### config.mk
export PLATFORM = sky130hd
export DESIGN_NAME = uart_rx
export DESIGN_NICKNAME = d
export VERILOG_FILES = /design/src/cpu_pkg.sv /design/src/uart_rx.sv
export SDC_FILE = /design/constraint.sdc
export NUM_CORES = 1
export LEC_CHECK = 0
export BUFFER_PORTS_ARGS = -buffer_cell sky130_fd_sc_hd__buf_2
export CORE_MARGIN = 2
export CORE_UTILIZATION = 56
export CTS_CLUSTER_SIZE = 14
export DETAILED_ROUTE_END_ITERATION = 6
export PLACE_DENSITY = 0.82
export SYNTH_ARGS = -nofsm -noshare
export SYNTH_HDL_FRONTEND = slang
export SYNTH_SLANG_ARGS = --single-unit
### constraint.sdc
create_clock -name CLK -period 3.1 [get_ports CLK]
set_input_delay 0.62 -clock CLK [delete_from_list [all_inputs] [get_ports CLK]]
set_output_delay 0.62 -clock CLK [all_outputs]
set_load 0.005 [all_outputs]
### src/cpu_pkg.sv
package cpu_pkg;

	localparam int IMEM_AW = 5;
	localparam int DMEM_AW = 7;
	localparam int CLKS_PER_BIT = 4; // Short bit period keeps simulation fast
	localparam int BAUD_W = $clog2(CLKS_PER_BIT);

	typedef logic [31:0] word_t;
	typedef logic [7:0] byte_t;
	typedef logic [4:0] reg_idx_t;
	typedef logic [IMEM_AW-1:0] pc_t;
	typedef logic [DMEM_AW-1:0] daddr_t;
	typedef logic [BAUD_W-1:0] baud_cnt_t;

	typedef enum logic [5:0] {
		OP_SP   = 6'b000000,
		OP_J    = 6'b000010,
		OP_JAL  = 6'b000011,
		OP_BEQ  = 6'b000100,
		OP_BNE  = 6'b000101,
		OP_ADDI = 6'b001000,
		OP_ANDI = 6'b001100,
		OP_ORI  = 6'b001101,
		OP_LW   = 6'b100011,
		OP_SW   = 6'b101011,
		OP_IN   = 6'b111011,
		OP_OUT  = 6'b111100
	} opcode_t;

	typedef enum logic [5:0] {
		FUNCT_SLL = 6'b000000,
		FUNCT_SRL = 6'b000010,
		FUNCT_SRA = 6'b000011,
		FUNCT_JR  = 6'b001000,
		FUNCT_ADD = 6'b100000,
		FUNCT_SUB = 6'b100010,
		FUNCT_AND = 6'b100100,
		FUNCT_OR  = 6'b100101,
		FUNCT_XOR = 6'b100110,
		FUNCT_SLT = 6'b101010
	} funct_t;

	typedef struct packed {
		reg_idx_t rs;
		reg_idx_t rt;
		reg_idx_t rd;
		logic [4:0] shamt;
		funct_t funct;
	} rfmt_t;

	typedef struct packed {
		reg_idx_t rs;
		reg_idx_t rt;
		logic [15:0] imm;
	} ifmt_t;

	// The 26 bits below the opcode seen as R, I or J format
	typedef union packed {
		rfmt_t r;
		ifmt_t i;
		logic [25:0] target;
	} inst_body_t;

	typedef struct packed {
		opcode_t op;
		inst_body_t f;
	} inst_t;

	typedef enum logic [2:0] {EXEC, IO_B3, IO_B2, IO_B1, IO_B0, IO_WAIT, HALT} core_state_t;

	typedef enum logic [2:0] {IDLE, B0, B1, B2, B3, WRITE} loader_state_t;

endpackage

### src/uart_rx.sv
`timescale 1ns/1ns

module uart_rx (
	input logic CLK,
	input logic arst_n,
	input logic rx,
	output cpu_pkg::byte_t rx_data,
	output logic rx_valid
);
	import cpu_pkg::*;

	logic rx_meta;
	logic rx_s;
	logic busy;
	baud_cnt_t cnt;
	logic [3:0] bit_idx;
	byte_t shreg;
	logic sample_data;

	always_ff @(posedge CLK or negedge arst_n) begin
		if (!arst_n) begin
			rx_meta <= 1'b1;
			rx_s <= 1'b1;
		end else begin
			rx_meta <= rx;
			rx_s <= rx_meta;
		end
	end

	// Bits 1 to 8 of the frame carry data
	assign sample_data = busy && cnt == '0 && bit_idx != 4'd0 && bit_idx != 4'd9;

	always_ff @(posedge CLK or negedge arst_n) begin
		if (!arst_n) begin
			busy <= 1'b0;
			cnt <= '0;
			bit_idx <= '0;
			rx_valid <= 1'b0;
		end else begin
			rx_valid <= 1'b0;
			if (!busy) begin
				if (!rx_s) begin
					busy <= 1'b1;
					cnt <= baud_cnt_t'(CLKS_PER_BIT / 2 - 1); // Aim at mid start bit
					bit_idx <= '0;
				end
			end else if (cnt != '0) begin
				cnt <= cnt - 1'b1;
			end else begin
				cnt <= baud_cnt_t'(CLKS_PER_BIT - 1);
				bit_idx <= bit_idx + 1'b1;
				if (bit_idx == 4'd0 && rx_s) begin
					busy <= 1'b0; // Glitch, not a real start bit
				end else if (bit_idx == 4'd9) begin
					busy <= 1'b0;
					rx_valid <= rx_s; // Framing error drops the byte
				end
			end
		end
	end

	always_ff @(posedge CLK) begin
		if (sample_data) shreg <= {rx_s, shreg[7:1]};
	end

	assign rx_data = shreg;

	assert property (@(posedge CLK) disable iff (!arst_n) rx_valid |=> !rx_valid);

endmodule

==> impl_metrics.tcl <==
set metrics [dict create \
    outcome "completed" \
    die_y_um 40.6 \
    clock_latency_ps 280 \
    timing.critical_path.from_type "flip-flop" \
    share_of_cells_above_drive_strength_1_pct 25.4 \
    hold_path_class "in -> async" \
    slew_headroom_pct 56.6 \
    mostFrequentLayoutCell "buf_2" \
    synthesis.area_per_instance_um2 13.2 \
    worst-endpoint-required_ps 3030 \
    power_density_nw_per_um2 937 \
    netlist_area_um2 751 \
    flow.area_growth_from_synthesis_pct 12.3 \
    netlist-cell-type-count 20 \
    setup.reg_to_reg.worst_slack_ps 1340 \
    yosys_warnings 0 \
    drt-vias-per-instance 5.16 \
    cell_internal_pwr_uw 520 \
    die-width_um 40.6 \
    fillCellCount 104 \
    core_area_um2 1270 \
    timing.max_cap.violations 0 \
    clock_sink_total 18 \
    clock_power_share_pct 14.6 \
    post_synth_inst_count 57 \
    drtPass1Iterations 2 \
    design.die.area_um2 1650 \
    critical_path.endpoint_type "flip-flop" \
    global_route.overflow_total 0 \
    slew_at_the_pin_with_the_worst_max_slew_slack_ps 649 \
    initial_antenna_violation_count 0 \
    critical_path_class "reg -> reg" \
    finalNetCount 79 \
    synth-seq-area-share_pct 65.7 \
    port-buffer-count 11 \
    final_min_period_over_clock_period_pct 56.8 \
    final_period_minus_worst_setup_slack_ps 1760 \
    initial_utilization_pct 59.2 \
    antennaDiodeCount 0 \
    cts_post_setup_buffers_inserted 0 \
    hold_buffers 0 \
    timing.rr.start "cnt[0]" \
    remaining_drc_errors 0 \
    power.switching_fraction_pct 34.3 \
    p_leak_nw 0.388 \
    finalHoldViolations 0 \
    synth-seq-cells 18 \
    setup_viol 0 \
    std_cell_rows 13 \
    pwr-share-comb_pct 30.1 \
    gp_congestion 0.681 \
    cp.arrival_ps 1690 \
    synth_fp_nets 64 \
    first_global_vias 415 \
    place_hpwl_um 856 \
    cts_inserted_buffers 3 \
    timing.rr.end "rx_data[6]" \
    post-route-cell-area_um2 843 \
    cts.clk_slew.worst_paths_ps 90 \
    fin_skew_ps 2.37 \
    timing.fmax_mhz 568 \
    htree_num_levels 1 \
    timing_max_transition_violations_final 0 \
    post-route-util_pct 66.5 \
    wl_per_cell_um 13.2 \
    detailed_place.area_um2 817 \
    setup_repair_after_global_routing_missed_its_margin "no" \
    io_pins 12 \
    totalWireLength_mm 1.14 \
    grt_pass1_wl_mm 1.75 \
    power.sequential.fraction_pct 55.3 \
    cts.path.max_buffers 2 \
    finalNonFillerCells 86 \
    reg2regPathDepth 4 \
    resize_count_post_cts 0 \
    drt-initial-drc-count 5 \
    ctsRootBufferMaster "clkbuf_4" \
    top_library_cells_by_usage_in_the_layout_fill_and_taps_aside "11 x buf_2, 9 x nand2_1, 8 x dfrtp_1, 8 x edfxtp_1, 5 x inv_1" \
    netSwitchingPower_uw 271 \
    route.vias.total 444 \
    grt_max_degree 12 \
    p_total_uw 790 \
    clock_tree_from_tritoncts "built" \
    track_usage_pct 17.6 \
    route.antenna.remaining_nets 0 \
    ir_worst_vdd_uv 542 \
    dpl.cell_count 82 \
    setup_total_negative_slack_ps 0 \
    critical_path.max_fanout 8 \
]
[registers in the layout (all words and copies together), names as in the netlist]
name and flops:
rx_s 1, busy 1, rx_data 8, rx_valid 1, cnt 2, bit_idx 4
rx_meta 1
[layout make-up]
cell class / instances / area (um2) / area share (%)
multi-input cells: 33 / 231 / 27.4
clock buffers: 4 / 26.3 / 3.12
inverters: 5 / 18.8 / 2.23
flip-flops and latches: 18 / 493 / 58.5
well taps: 15 / 18.8 / 2.23
repair buffers: 11 / 55.1 / 6.53
[kinds of logic after synthesis]
group	synth area share [%]
xor+xnor	2.33
buf+inv	3.50
flops	65.7
simple gates	9.83
compound gates	5.17
fa+ha+maj	6.67
mux	6.83
[power by group through the flow]
stage | sequential [mW] | combinational, mW | clock (mW)
after floorplan | 0.419 | 0.176 | 0
after global placement | 0.436 | 0.227 | 0
after detailed placement | 0.442 | 0.243 | 0
after CTS | 0.438 | 0.243 | 0.120
after global routing | 0.451 | 0.273 | 0.130
final | 0.437 | 0.238 | 0.116
[Yosys cell counts]
| library cell | instances | area [um2] |
|---|---|---|
| nand2_1 | 9 | 33.8 |
| dfrtp_1 | 8 | 200 |
| edfxtp_1 | 8 | 240 |
| inv_1 | 5 | 18.8 |
| a21oi_1 | 4 | 20.0 |
| ha_1 | 4 | 50.1 |
| mux2i_1 | 4 | 40.0 |
| dfstp_2 | 2 | 52.6 |
| xor2_1 | 2 | 17.5 |
| a31oi_1 | 1 | 6.26 |
| and2_1 | 1 | 6.26 |
| buf_4 | 1 | 7.51 |
| mux2_2 | 1 | 11.3 |
| nand2b_1 | 1 | 6.26 |
| nand4_1 | 1 | 6.26 |
| nor2_1 | 1 | 3.75 |
| nor3_2 | 1 | 10.0 |
| nor3b_1 | 1 | 7.51 |
| o21ai_0 | 1 | 5.00 |
| o31ai_1 | 1 | 7.51 |
[how the worst max path moves through the flow]
stage | from | slack [ps] | end | cells past startpoint
2_1_floorplan | cnt[0] | 1570 | rx_data[0] | 4
5_1_grt | cnt[0] | 1180 | rx_data[6] | 4
4_1_cts | cnt[0] | 1340 | rx_data[3] | 4
3_3_place_gp | cnt[0] | 1440 | rx_data[7] | 4
6_report | cnt[0] | 1340 | rx_data[6] | 4
3_5_place_dp | cnt[0] | 1330 | rx_data[5] | 4
[per-stage QoR]
| step | setup slack, ps | hold slack [ps] |
|---|---|---|
| final | 1340 | 168 |
| after detailed placement | 1330 | 354 |
| after global routing | 1180 | 178 |
| after CTS | 1340 | 170 |
| after global placement | 1440 | 346 |
| after floorplan | 1570 | 324 |
[metal layers]
metal	up-vias	part of all wire [%]	track usage, %
met5	-	0	0
met4	0	2.2	12.5
met3	4	2.0	3.26
met2	6	51	27.8
met1	211	45	21.7
li1	223	-	-
[critical path, cell delays in order, from the launching register on]
cell and delay [ps]:
dfrtp_1 400, inv_1 60, ha_1 270, nand2_1 120
nor2_1 540
No activity file was read; power rests on OpenSTA's default activity.
