===== config.mk =====
export PLATFORM = sky130hd
export DESIGN_NAME = uart_tx
export DESIGN_NICKNAME = d
export VERILOG_FILES = /design/src/cpu_pkg.sv /design/src/uart_tx.sv
export SDC_FILE = /design/constraint.sdc
export NUM_CORES = 1
export LEC_CHECK = 0
export ABC_AREA = 1
export BUFFER_PORTS_ARGS = -buffer_cell sky130_fd_sc_hd__buf_2
export CORE_MARGIN = 10
export CORE_UTILIZATION = 48
export CTS_CLUSTER_SIZE = 28
export DETAILED_ROUTE_END_ITERATION = 10
export PLACE_DENSITY = 0.72
export SKIP_CTS_REPAIR_TIMING = 1
export SLEW_MARGIN = 20
export SYNTH_ARGS = -nofsm -noshare
export SYNTH_HDL_FRONTEND = slang
export SYNTH_SLANG_ARGS = --single-unit

===== constraint.sdc =====
create_clock -name CLK -period 1.1 [get_ports CLK]
set_input_delay 0.055 -clock CLK [delete_from_list [all_inputs] [get_ports CLK]]
set_output_delay 0.055 -clock CLK [all_outputs]
set_load 0.05 [all_outputs]

===== src/cpu_pkg.sv =====
package cpu_pkg;

	localparam int IMEM_AW = 5;
	localparam int DMEM_AW = 7;
	localparam int CLKS_PER_BIT = 4; // Short bit period keeps simulation fast
	localparam int BAUD_W = $clog2(CLKS_PER_BIT);

	typedef logic [31:0] word_t;
	typedef logic [7:0] byte_t;
	typedef logic [4:0] reg_idx_t;
	typedef logic [IMEM_AW-1:0] pc_t;
	typedef logic [DMEM_AW-1:0] daddr_t;
	typedef logic [BAUD_W-1:0] baud_cnt_t;

	typedef enum logic [5:0] {
		OP_SP   = 6'b000000,
		OP_J    = 6'b000010,
		OP_JAL  = 6'b000011,
		OP_BEQ  = 6'b000100,
		OP_BNE  = 6'b000101,
		OP_ADDI = 6'b001000,
		OP_ANDI = 6'b001100,
		OP_ORI  = 6'b001101,
		OP_LW   = 6'b100011,
		OP_SW   = 6'b101011,
		OP_IN   = 6'b111011,
		OP_OUT  = 6'b111100
	} opcode_t;

	typedef enum logic [5:0] {
		FUNCT_SLL = 6'b000000,
		FUNCT_SRL = 6'b000010,
		FUNCT_SRA = 6'b000011,
		FUNCT_JR  = 6'b001000,
		FUNCT_ADD = 6'b100000,
		FUNCT_SUB = 6'b100010,
		FUNCT_AND = 6'b100100,
		FUNCT_OR  = 6'b100101,
		FUNCT_XOR = 6'b100110,
		FUNCT_SLT = 6'b101010
	} funct_t;

	typedef struct packed {
		reg_idx_t rs;
		reg_idx_t rt;
		reg_idx_t rd;
		logic [4:0] shamt;
		funct_t funct;
	} rfmt_t;

	typedef struct packed {
		reg_idx_t rs;
		reg_idx_t rt;
		logic [15:0] imm;
	} ifmt_t;

	// The 26 bits below the opcode seen as R, I or J format
	typedef union packed {
		rfmt_t r;
		ifmt_t i;
		logic [25:0] target;
	} inst_body_t;

	typedef struct packed {
		opcode_t op;
		inst_body_t f;
	} inst_t;

	typedef enum logic [2:0] {EXEC, IO_B3, IO_B2, IO_B1, IO_B0, IO_WAIT, HALT} core_state_t;

	typedef enum logic [2:0] {IDLE, B0, B1, B2, B3, WRITE} loader_state_t;

endpackage


===== src/uart_tx.sv =====
`timescale 1ns/1ns

module uart_tx (
	input logic CLK,
	input logic arst_n,
	input cpu_pkg::byte_t tx_data,
	input logic tx_valid,
	output logic tx_ready,
	output logic tx
);
	import cpu_pkg::*;

	logic [9:0] frame;
	logic busy;
	baud_cnt_t cnt;
	logic [3:0] bit_idx;

	always_ff @(posedge CLK or negedge arst_n) begin
		if (!arst_n) begin
			frame <= '1;
			busy <= 1'b0;
			cnt <= '0;
			bit_idx <= '0;
		end else if (!busy) begin
			if (tx_valid) begin
				frame <= {1'b1, tx_data, 1'b0}; // Stop, data LSB first, start
				busy <= 1'b1;
				cnt <= baud_cnt_t'(CLKS_PER_BIT - 1);
				bit_idx <= '0;
			end
		end else if (cnt != '0) begin
			cnt <= cnt - 1'b1;
		end else begin
			frame <= {1'b1, frame[9:1]}; // Ones refill so the line idles high
			cnt <= baud_cnt_t'(CLKS_PER_BIT - 1);
			if (bit_idx == 4'd9) busy <= 1'b0;
			else bit_idx <= bit_idx + 1'b1;
		end
	end

	assign tx_ready = !busy;
	assign tx = frame[0];

	assert property (@(posedge CLK) disable iff (!arst_n) tx_ready |-> tx);

endmodule

==> flow_metrics.env, run 1 <==
export IMPL_cts_max_level=1
export IMPL_worst_slack_ps=-47.53
export IMPL_end_kind="flip-flop"
export IMPL_clkLatencyLatePin_ps=280
export IMPL_power_mw=3.585
export IMPL_synth_xor_area_share_pct=1.029
export IMPL_grt_overflow=0
export IMPL_finalSetupViolCount=8
export IMPL_drive_gt1_share_pct=63.20
export IMPL_synthAdderAreaFrac_pct=4.412
export IMPL_synthDistinctLibCells=21
export IMPL_synthTopCellsByArea="dfstp_2 28%, dfrtp_1 21%, nand2_1 11%"
export IMPL_area_delta_synth_final_pct=51.32
export IMPL_syn_inst=88
export IMPL_period_needed_ps=1148
export IMPL_rows=15
export IMPL_drc=0
export IMPL_met2_usage_pct=14.49
export IMPL_violations="setup timing"
export IMPL_antenna_found_initial=0
export IMPL_fill_cells=102
export IMPL_grt_start_max_net_pins=17
export IMPL_dp_slack_ps=-93.93
export IMPL_worst_pin_slew_ps=359.9
export IMPL_grt_pass1_wl_um=2884
export IMPL_syn_num_nets=102
export IMPL_post_drt_via_cell_ratio=5.100
export IMPL_synth_seq_cells=16
export IMPL_use_met1_pct=10.96
export IMPL_synth_area_leader_cell="dfstp_2"
export IMPL_gr_usage_all_layers_pct=8.793
export IMPL_ys_seq_area_share_pct=48.38
export IMPL_drv_cap=0
export IMPL_nNetsFinal=140
export IMPL_skew_ps=1.753
export IMPL_fin_crit_sh_pct=104.3
export IMPL_grt_pass1_vias=676
export IMPL_final_hold_violation_count=0
export IMPL_status="finished with violations"
export IMPL_yosysTopAreaCellShare_pct=27.79
export IMPL_clock_sinks=16
export IMPL_layout_common_cells="18 x nand2_1, 12 x buf_4, 10 x buf_2"
export IMPL_wirelength_um=2210
export IMPL_io_pins=13
export IMPL_initial_core_util_pct=49.82
export IMPL_synth_simple_area_share_pct=25.00
export IMPL_final_util_pct=75.38
export IMPL_max_freq_ghz=0.8714
export IMPL_synth_area_um2=850.8
export IMPL_holdWs_ps=15.11
export IMPL_grt_use_met3_pct=2.151
export IMPL_leakagePower_nw=0.5880
export IMPL_setup_tns_ps=-224.9
export IMPL_ys_warn_count=0
export IMPL_gr_max_usage_layer="met2"
export IMPL_path_class="flip-flop to flip-flop"
export IMPL_worst_ep_required_time_ps=1310
export IMPL_avgSynthCellArea_um2=9.668
export IMPL_final_common_cell="nand2_1"
export IMPL_wl_per_cell_um=14.73
export IMPL_numCtsBuffers=3
export IMPL_slew_headroom_pct=76.01
export IMPL_antenna_diode_count=0
export IMPL_first_pass_iters=4
export IMPL_cp_start_kind="flip-flop"
export IMPL_gp_congestion=0.7617
export IMPL_synthMuxAreaShare_pct=0
export IMPL_cts_tree="done"
export IMPL_drv_slew=0
export IMPL_num_vias=765
export IMPL_clkTransAtPathRegs_ps=100
export IMPL_synth_compound_area_share_pct=15.15
export IMPL_power_density_nw_per_um2=2784
export IMPL_ant_nets=0
export IMPL_path_max_fanout=7
export IMPL_dpl_hpwl_um=1268
export IMPL_holdCritPathClass="primary input to flip-flop"
export IMPL_drt_iter0_markers=12
export IMPL_rsz0062_at_grt="true"
export IMPL_crit_arrival_ps=1360
export IMPL_fp_dieH_um=62.10
export IMPL_io_buffers=12
export IMPL_die_w_um=62.10
export IMPL_cts_buffer_depth=2
export IMPL_synth_top_family_by_area="simple AND/OR/NAND/NOR gates"
export IMPL_root_buffer="clkbuf_4"
export IMPL_die_area_um2=3856
export IMPL_ir_drop_mv=1.887
export IMPL_core_area_um2=1708
registers in the layout, summed over array words and instances, names as in the netlist:
signal and count:
bit_idx 4, cnt 2, frame 9, busy 1
path summary, 6_finish.rpt:
check | start | end | slack, ps | cells past startpoint
max | busy | frame[4] | -50 | 5
min | tx_data[2] | frame[3] | 20 | 3
max reg2reg | busy | frame[4] | -50 | 5
min reg2reg | frame[1] | frame[0] | 490 | 2
max in group asynchronous | arst_n | frame[3] | 590 | 2
min in group asynchronous | arst_n | bit_idx[1] | 200 | 2
synth_stat cells, drive strengths merged:
cell type  instances
nand4              2
ha                 3
inv                7
dfstp              9
buf                2
xnor2              1
a22oi              1
dfrtp              7
a31oi              7
nand3              4
nand2             29
nor2              10
o21ai              6
area by class of cell:
class                           count  area, um2  area share (%)
Clock buffer                        4      36.28           2.818
Inverter                            7      28.78           2.235
Multi-Input combinational cell     64      499.2           38.78
Sequential cell                    16      414.1           32.17
Tap cell                           25      31.28           2.430
Timing Repair Buffer               34      277.8           21.57
logic make-up after synthesis:
group                    count (synthesis)
AND/OR/NAND/NOR                         45
XOR/XNOR                                 1
AO/OA/AOI/OAI                           14
buffers and inverters                    9
adder cells (fa/ha/maj)                  3
flip-flops                              16
power breakdown:
| part | total [mW] | switching (mW) | internal (mW) | leakage, nW |
|---|---|---|---|---|
| registers | 1.16 | 0.217 | 0.939 | 0.176 |
| logic | 2.04 | 1.06 | 0.975 | 0.391 |
| clock network | 0.393 | 0.192 | 0.201 | 0.0210 |
| total | 3.58 | 1.47 | 2.11 | 0.588 |
through the flow:
step	instances	instance area, um2
2_1_floorplan	88	855.8
3_3_place_gp	136	1020
3_5_place_dp	136	1020
4_1_cts	140	1056
5_1_grt	150	1287
6_report	150	1287
critical path, cell delays in order, from the launching register on:
cell and delay, ps:
dfrtp_2 450, buf_6 140, nand2_8 100, nand2_4 90, buf_4 150, a31oi_2 140
per-layer routing:
metal | vias up | share of wire [%]
li1 | 367 | -
met1 | 374 | 44
met2 | 22 | 52
met3 | 2 | 3.0
met4 | 0 | 0.27
met5 | - | 0
Power figures use the tool's default switching activity.
==> run 2: changes to the inputs <==
- CORE_UTILIZATION: 48 -> 51
- CTS_BUF_LIST: unset -> sky130_fd_sc_hd__clkbuf_2 sky130_fd_sc_hd__clkbuf_4 sky130_fd_sc_hd__clkbuf_8
- PLACE_DENSITY: 0.72 -> 0.76
==> run 2 against run 1 <==
The flow finishes with violations (hold timing, setup timing). Critical path depth decreased by 2. Clock-buffer cell count stayed put. Fmax shrank 2.5%. Sequential share of layout area grew 3.3 points. Routed wire length shrank 11%. Power down 8.3%. Clock power up 2%. Combinational power is 14% lower. Worst setup slack got worse by 29 ps. Critical path type is now flip-flop to output port.
==> flow_metrics.env, run 2 (same netlist as run 1, synthesis figures left out) <==
export IMPL_fill_cells=109
export IMPL_fin_crit_sh_pct=107.0
export IMPL_intPower_mw=1.986
export IMPL_die_area_um2=3702
export IMPL_num_vias=716
export IMPL_holdWs_ps=-3.023
export IMPL_core_area_um2=1541
export IMPL_root_buffer="clkbuf_4"
export IMPL_skew_ps=3.402
export IMPL_cp_start_kind="flip-flop"
export IMPL_grt_start_max_net_pins=17
export IMPL_hold_path_end="frame[7]"
export IMPL_multi_input_area_um2=440.4
export IMPL_final_util_pct=75.73
export IMPL_finalSetupViolCount=5
export IMPL_area_delta_synth_final_pct=37.21
export IMPL_die_w_um=60.85
export IMPL_clock_sinks=16
export IMPL_nNetsFinal=137
export IMPL_ir_drop_mv=1.652
export IMPL_numCtsBuffers=3
export IMPL_power_switching_mw=1.301
export IMPL_cpPeakStageDelay_ps=470
export IMPL_cts_buffer_depth=2
export IMPL_grt_pass1_wl_um=2808
export IMPL_top_regs="frame x9, bit_idx x4, cnt x2"
export IMPL_rsz0062_at_grt="true"
export IMPL_reg2reg_depth=6
export IMPL_clkLatencyLatePin_ps=290
export IMPL_max_freq_ghz=0.8499
export IMPL_drv_cap=0
export IMPL_combPwrFrac_pct=53.5
export IMPL_worst_ep_required_time_ps=1040
export IMPL_io_buffers=12
export IMPL_regArea_um2=414.1
export IMPL_r2r_end="frame[5]"
export IMPL_holdCritPathClass="primary input to flip-flop"
export IMPL_wl_per_cell_um=14.33
export IMPL_power_density_nw_per_um2=2816
export IMPL_cts_tree="done"
export IMPL_io_pins=13
export IMPL_cts_max_level=1
export IMPL_grt_overflow=0
export IMPL_place_inst=125
export IMPL_path_class="flip-flop to output port"
export IMPL_fp_dieH_um=60.85
export IMPL_antenna_diode_count=0
export IMPL_ant_nets=0
export IMPL_drc=0
export IMPL_p_seq_share_pct=34.4
export IMPL_rows=14
export IMPL_worst_slack_ps=-76.61
export IMPL_post_dp_cell_area_um2=993.5
export IMPL_period_needed_ps=1177
export IMPL_pwr_share_clk_pct=12.1
export IMPL_r2r_setup_slack_ps=-30
export IMPL_hp_start="tx_data[6]"
export IMPL_r2r_start="cnt[0]"
export IMPL_leakagePower_nw=0.5584
export IMPL_layout_common_cells="21 x nand2_1, 16 x buf_4, 10 x buf_2"
export IMPL_holdPathStages=3
export IMPL_crit_chain="inv_4 -> buf_6 -> buf_8"
export IMPL_gp_congestion=0.7686
export IMPL_final_cell_area_um2=1167
export IMPL_antenna_found_initial=0
export IMPL_grt_pass1_vias=636
export IMPL_regMostFlops="frame"
export IMPL_fin_cells=138
export IMPL_path_max_fanout=6
export IMPL_startpoint="busy"
export IMPL_status="finished with violations"
export IMPL_first_pass_iters=4
export IMPL_clkTransAtPathRegs_ps=100
export IMPL_dpl_hpwl_um=1343
export IMPL_slew_headroom_pct=75.92
export IMPL_final_common_cell="nand2_1"
export IMPL_violations="hold timing, setup timing"
export IMPL_worst_pin_slew_ps=361.2
export IMPL_largest_reg_flops=9
export IMPL_drt_iter0_markers=7
export IMPL_gr_usage_all_layers_pct=9.945
export IMPL_initial_core_util_pct=55.19
export IMPL_drive_gt1_share_pct=57.38
export IMPL_drv_slew=0
export IMPL_cp_slowest_cell="dfrtp_2"
export IMPL_wirelength_um=1977
export IMPL_end_kind="output port"
export IMPL_crit_arrival_ps=1120
export IMPL_final_hold_violation_count=2
export IMPL_post_drt_via_cell_ratio=5.188
export IMPL_switching_share_pct=39.57
run 2: per-stage QoR:
stage / total power, mW / setup TNS (ps) / setup WS [ps]
floorplan: 2.132 / -177.4 / -68.26
global placement: 2.469 / -289.3 / -54.65
detailed placement: 2.536 / -726.5 / -105.8
CTS: 2.935 / -1290 / -231.5
global route: 3.524 / -836.1 / -118.1
finish: 3.287 / -147.7 / -76.61
run 2: worst max-delay path: cells and delay by family, from the launching register on:
family                 cells  cell delay, ps
buffers and inverters      3             360
flip-flops                 1             470
run 2: area by class of cell:
| class | count | share of cell area (%) |
|---|---|---|
| tap | 16 | 1.715 |
| sequential | 16 | 35.48 |
| inverter | 7 | 2.465 |
| timing repair buffer | 31 | 19.51 |
| clock buffer | 4 | 3.108 |
| multi-input combinational | 64 | 37.73 |
run 2: routing by layer:
metal	wire, um	global-route usage [%]
met5	0	0
met1	895	12.68
met3	94	3.340
met4	17	3.762
met2	971	15.14
run 2: worst max path at each step:
stage | to | depth (start not counted)
CTS | tx_ready | 3
global route | tx_ready | 3
floorplan | frame[6] | 6
finish | tx_ready | 3
global placement | bit_idx[0] | 7
detailed placement | bit_idx[0] | 7
run 2: power groups by stage:
stage                     clock network (mW)  registers (mW)  logic, mW
after floorplan                            0            1.16      0.973
after global placement                     0            1.12       1.35
after detailed placement                   0            1.13       1.41
after CTS                              0.402            1.12       1.41
after global routing                   0.429            1.16       1.93
final                                  0.399            1.13       1.76
==> run 3: changes to the inputs <==
- CORE_UTILIZATION: 51 -> 61
- PLACE_DENSITY: 0.76 -> 0.85
- clock period: 1.1 -> 1.4 ns (I/O delays scaled with it)
==> run 3 against run 2 <==
The run ends with hold timing left. Sequential cell count unchanged. First-iteration DRC count is 71% higher. Sequential power down 20%. Worst hold slack got worse by 11 ps. Power fell by 36%. Clock skew barely moved. Combinational power fell by 48%. Critical path type unchanged. Largest power group unchanged.
==> flow_metrics.env, run 3 (same netlist as run 1, synthesis figures left out) <==
export IMPL_hp_start="tx_data[7]"
export IMPL_slew_headroom_pct=76.89
export IMPL_r2r_setup_slack_ps=170
export IMPL_fin_crit_sh_pct=94.40
export IMPL_die_area_um2=3288
export IMPL_initial_core_util_pct=65.38
export IMPL_path_class="flip-flop to output port"
export IMPL_final_common_cell="nand2_1"
export IMPL_wirelength_um=1736
export IMPL_rsz0062_at_grt="false"
export IMPL_holdPathStages=3
export IMPL_violations="hold timing"
export IMPL_first_pass_iters=4
export IMPL_clkLatencyLatePin_ps=290
export IMPL_worst_pin_slew_ps=346.6
export IMPL_final_hold_violation_count=1
export IMPL_largest_reg_flops=9
export IMPL_dpl_hpwl_um=1314
export IMPL_holdWs_ps=-14.40
export IMPL_skew_ps=3.640
export IMPL_antenna_diode_count=0
export IMPL_grt_pass1_vias=682
export IMPL_max_freq_ghz=0.7566
export IMPL_grt_start_max_net_pins=17
export IMPL_fp_dieH_um=57.35
export IMPL_wl_per_cell_um=14.47
export IMPL_nNetsFinal=120
export IMPL_io_pins=13
export IMPL_layout_common_cells="25 x nand2_1, 11 x buf_2, 9 x dfstp_2"
export IMPL_dp_slack_ps=161.1
export IMPL_clkTransAtPathRegs_ps=90
export IMPL_holdCritPathClass="primary input to flip-flop"
export IMPL_drv_cap=0
export IMPL_gr_usage_all_layers_pct=11.25
export IMPL_regMostFlops="frame"
export IMPL_period_needed_ps=1322
export IMPL_crit_arrival_ps=1250
export IMPL_drv_slew=0
export IMPL_io_buffers=12
export IMPL_grt_pass1_wl_um=2987
export IMPL_antenna_found_initial=0
export IMPL_leakagePower_nw=0.4661
export IMPL_r2r_end="bit_idx[0]"
export IMPL_drt_iter0_markers=12
export IMPL_ant_nets=0
export IMPL_die_w_um=57.35
export IMPL_gp_congestion=0.7491
export IMPL_final_util_pct=74.04
export IMPL_core_area_um2=1301
export IMPL_path_max_fanout=9
export IMPL_area_delta_synth_final_pct=13.24
export IMPL_drive_gt1_share_pct=40.95
export IMPL_status="finished with violations"
export IMPL_post_drt_via_cell_ratio=5.475
export IMPL_end_kind="output port"
export IMPL_cts_tree="done"
export IMPL_ir_drop_mv=1.202
export IMPL_drc=0
export IMPL_numCtsBuffers=3
export IMPL_top_regs="frame x9, bit_idx x4, cnt x2"
export IMPL_cts_max_level=1
export IMPL_rows=13
export IMPL_power_density_nw_per_um2=2167
export IMPL_root_buffer="clkbuf_4"
export IMPL_grt_overflow=0
export IMPL_r2r_start="cnt[0]"
export IMPL_clock_sinks=16
export IMPL_num_vias=657
export IMPL_cp_start_kind="flip-flop"
export IMPL_hold_path_end="frame[8]"
export IMPL_reg2reg_depth=7
export IMPL_worst_ep_required_time_ps=1330
export IMPL_worst_slack_ps=78.38
export IMPL_finalSetupViolCount=0
export IMPL_cts_buffer_depth=2
[run 3: cell count changes in the layout (fill, tap and decap cells not counted), sizes merged]
cell / delta
buf: -15
nand2: -1
dlygate4sd3: -1
[run 3: cell type report]
| type | instances | area [um2] |
|---|---|---|
| repair buffers | 15 | 87.58 |
| clock buffers | 4 | 30.03 |
| multi-input cells | 63 | 387.9 |
| well taps | 15 | 18.77 |
| inverters | 7 | 26.28 |
| fillers | 90 | 337.8 |
| flip-flops and latches | 16 | 412.9 |
[run 3: power breakdown]
group	leakage [nW]	switching [mW]	internal, mW	total (mW)
Combinational	0.271	0.552	0.357	0.909
Sequential	0.177	0.171	0.733	0.904
Clock	0.0184	0.144	0.130	0.274
[run 3: worst max path at each step]
stage | from | to | slack [ps] | cells past startpoint
floorplan | busy | frame[6] | 130 | 6
global placement | cnt[0] | bit_idx[0] | 190 | 7
detailed placement | cnt[0] | bit_idx[0] | 160 | 7
CTS | busy | tx_ready | -30 | 3
global route | busy | tx_ready | 30 | 3
finish | busy | tx_ready | 80 | 3
[run 3: routing by layer]
metal / global-route usage, % / wire length, um / vias up
met4: 7.047 / 45 / 0
met3: 2.876 / 101 / 5
met1: 12.76 / 751 / 306
met2: 18.25 / 838 / 21
li1: - / - / 325
met5: 0 / 0 / -
[run 3: worst max-delay path, cell delays in order, from the launching register on]
cell and delay (ps):
dfrtp_2 490, inv_2 100, buf_4 160, buf_4 210
[run 3: per-stage QoR]
step	area, um2	cells	power, mW	hold WS (ps)	setup TNS (ps)
floorplan	850.8	88	1.669	-225.6	0
global placement	919.6	115	1.748	-8.645	0
detailed placement	919.6	115	1.825	-9.000	0
CTS	949.7	119	2.094	-323.0	-28.35
global route	963.4	120	2.233	8.322	0
finish	963.4	120	2.087	-14.40	0
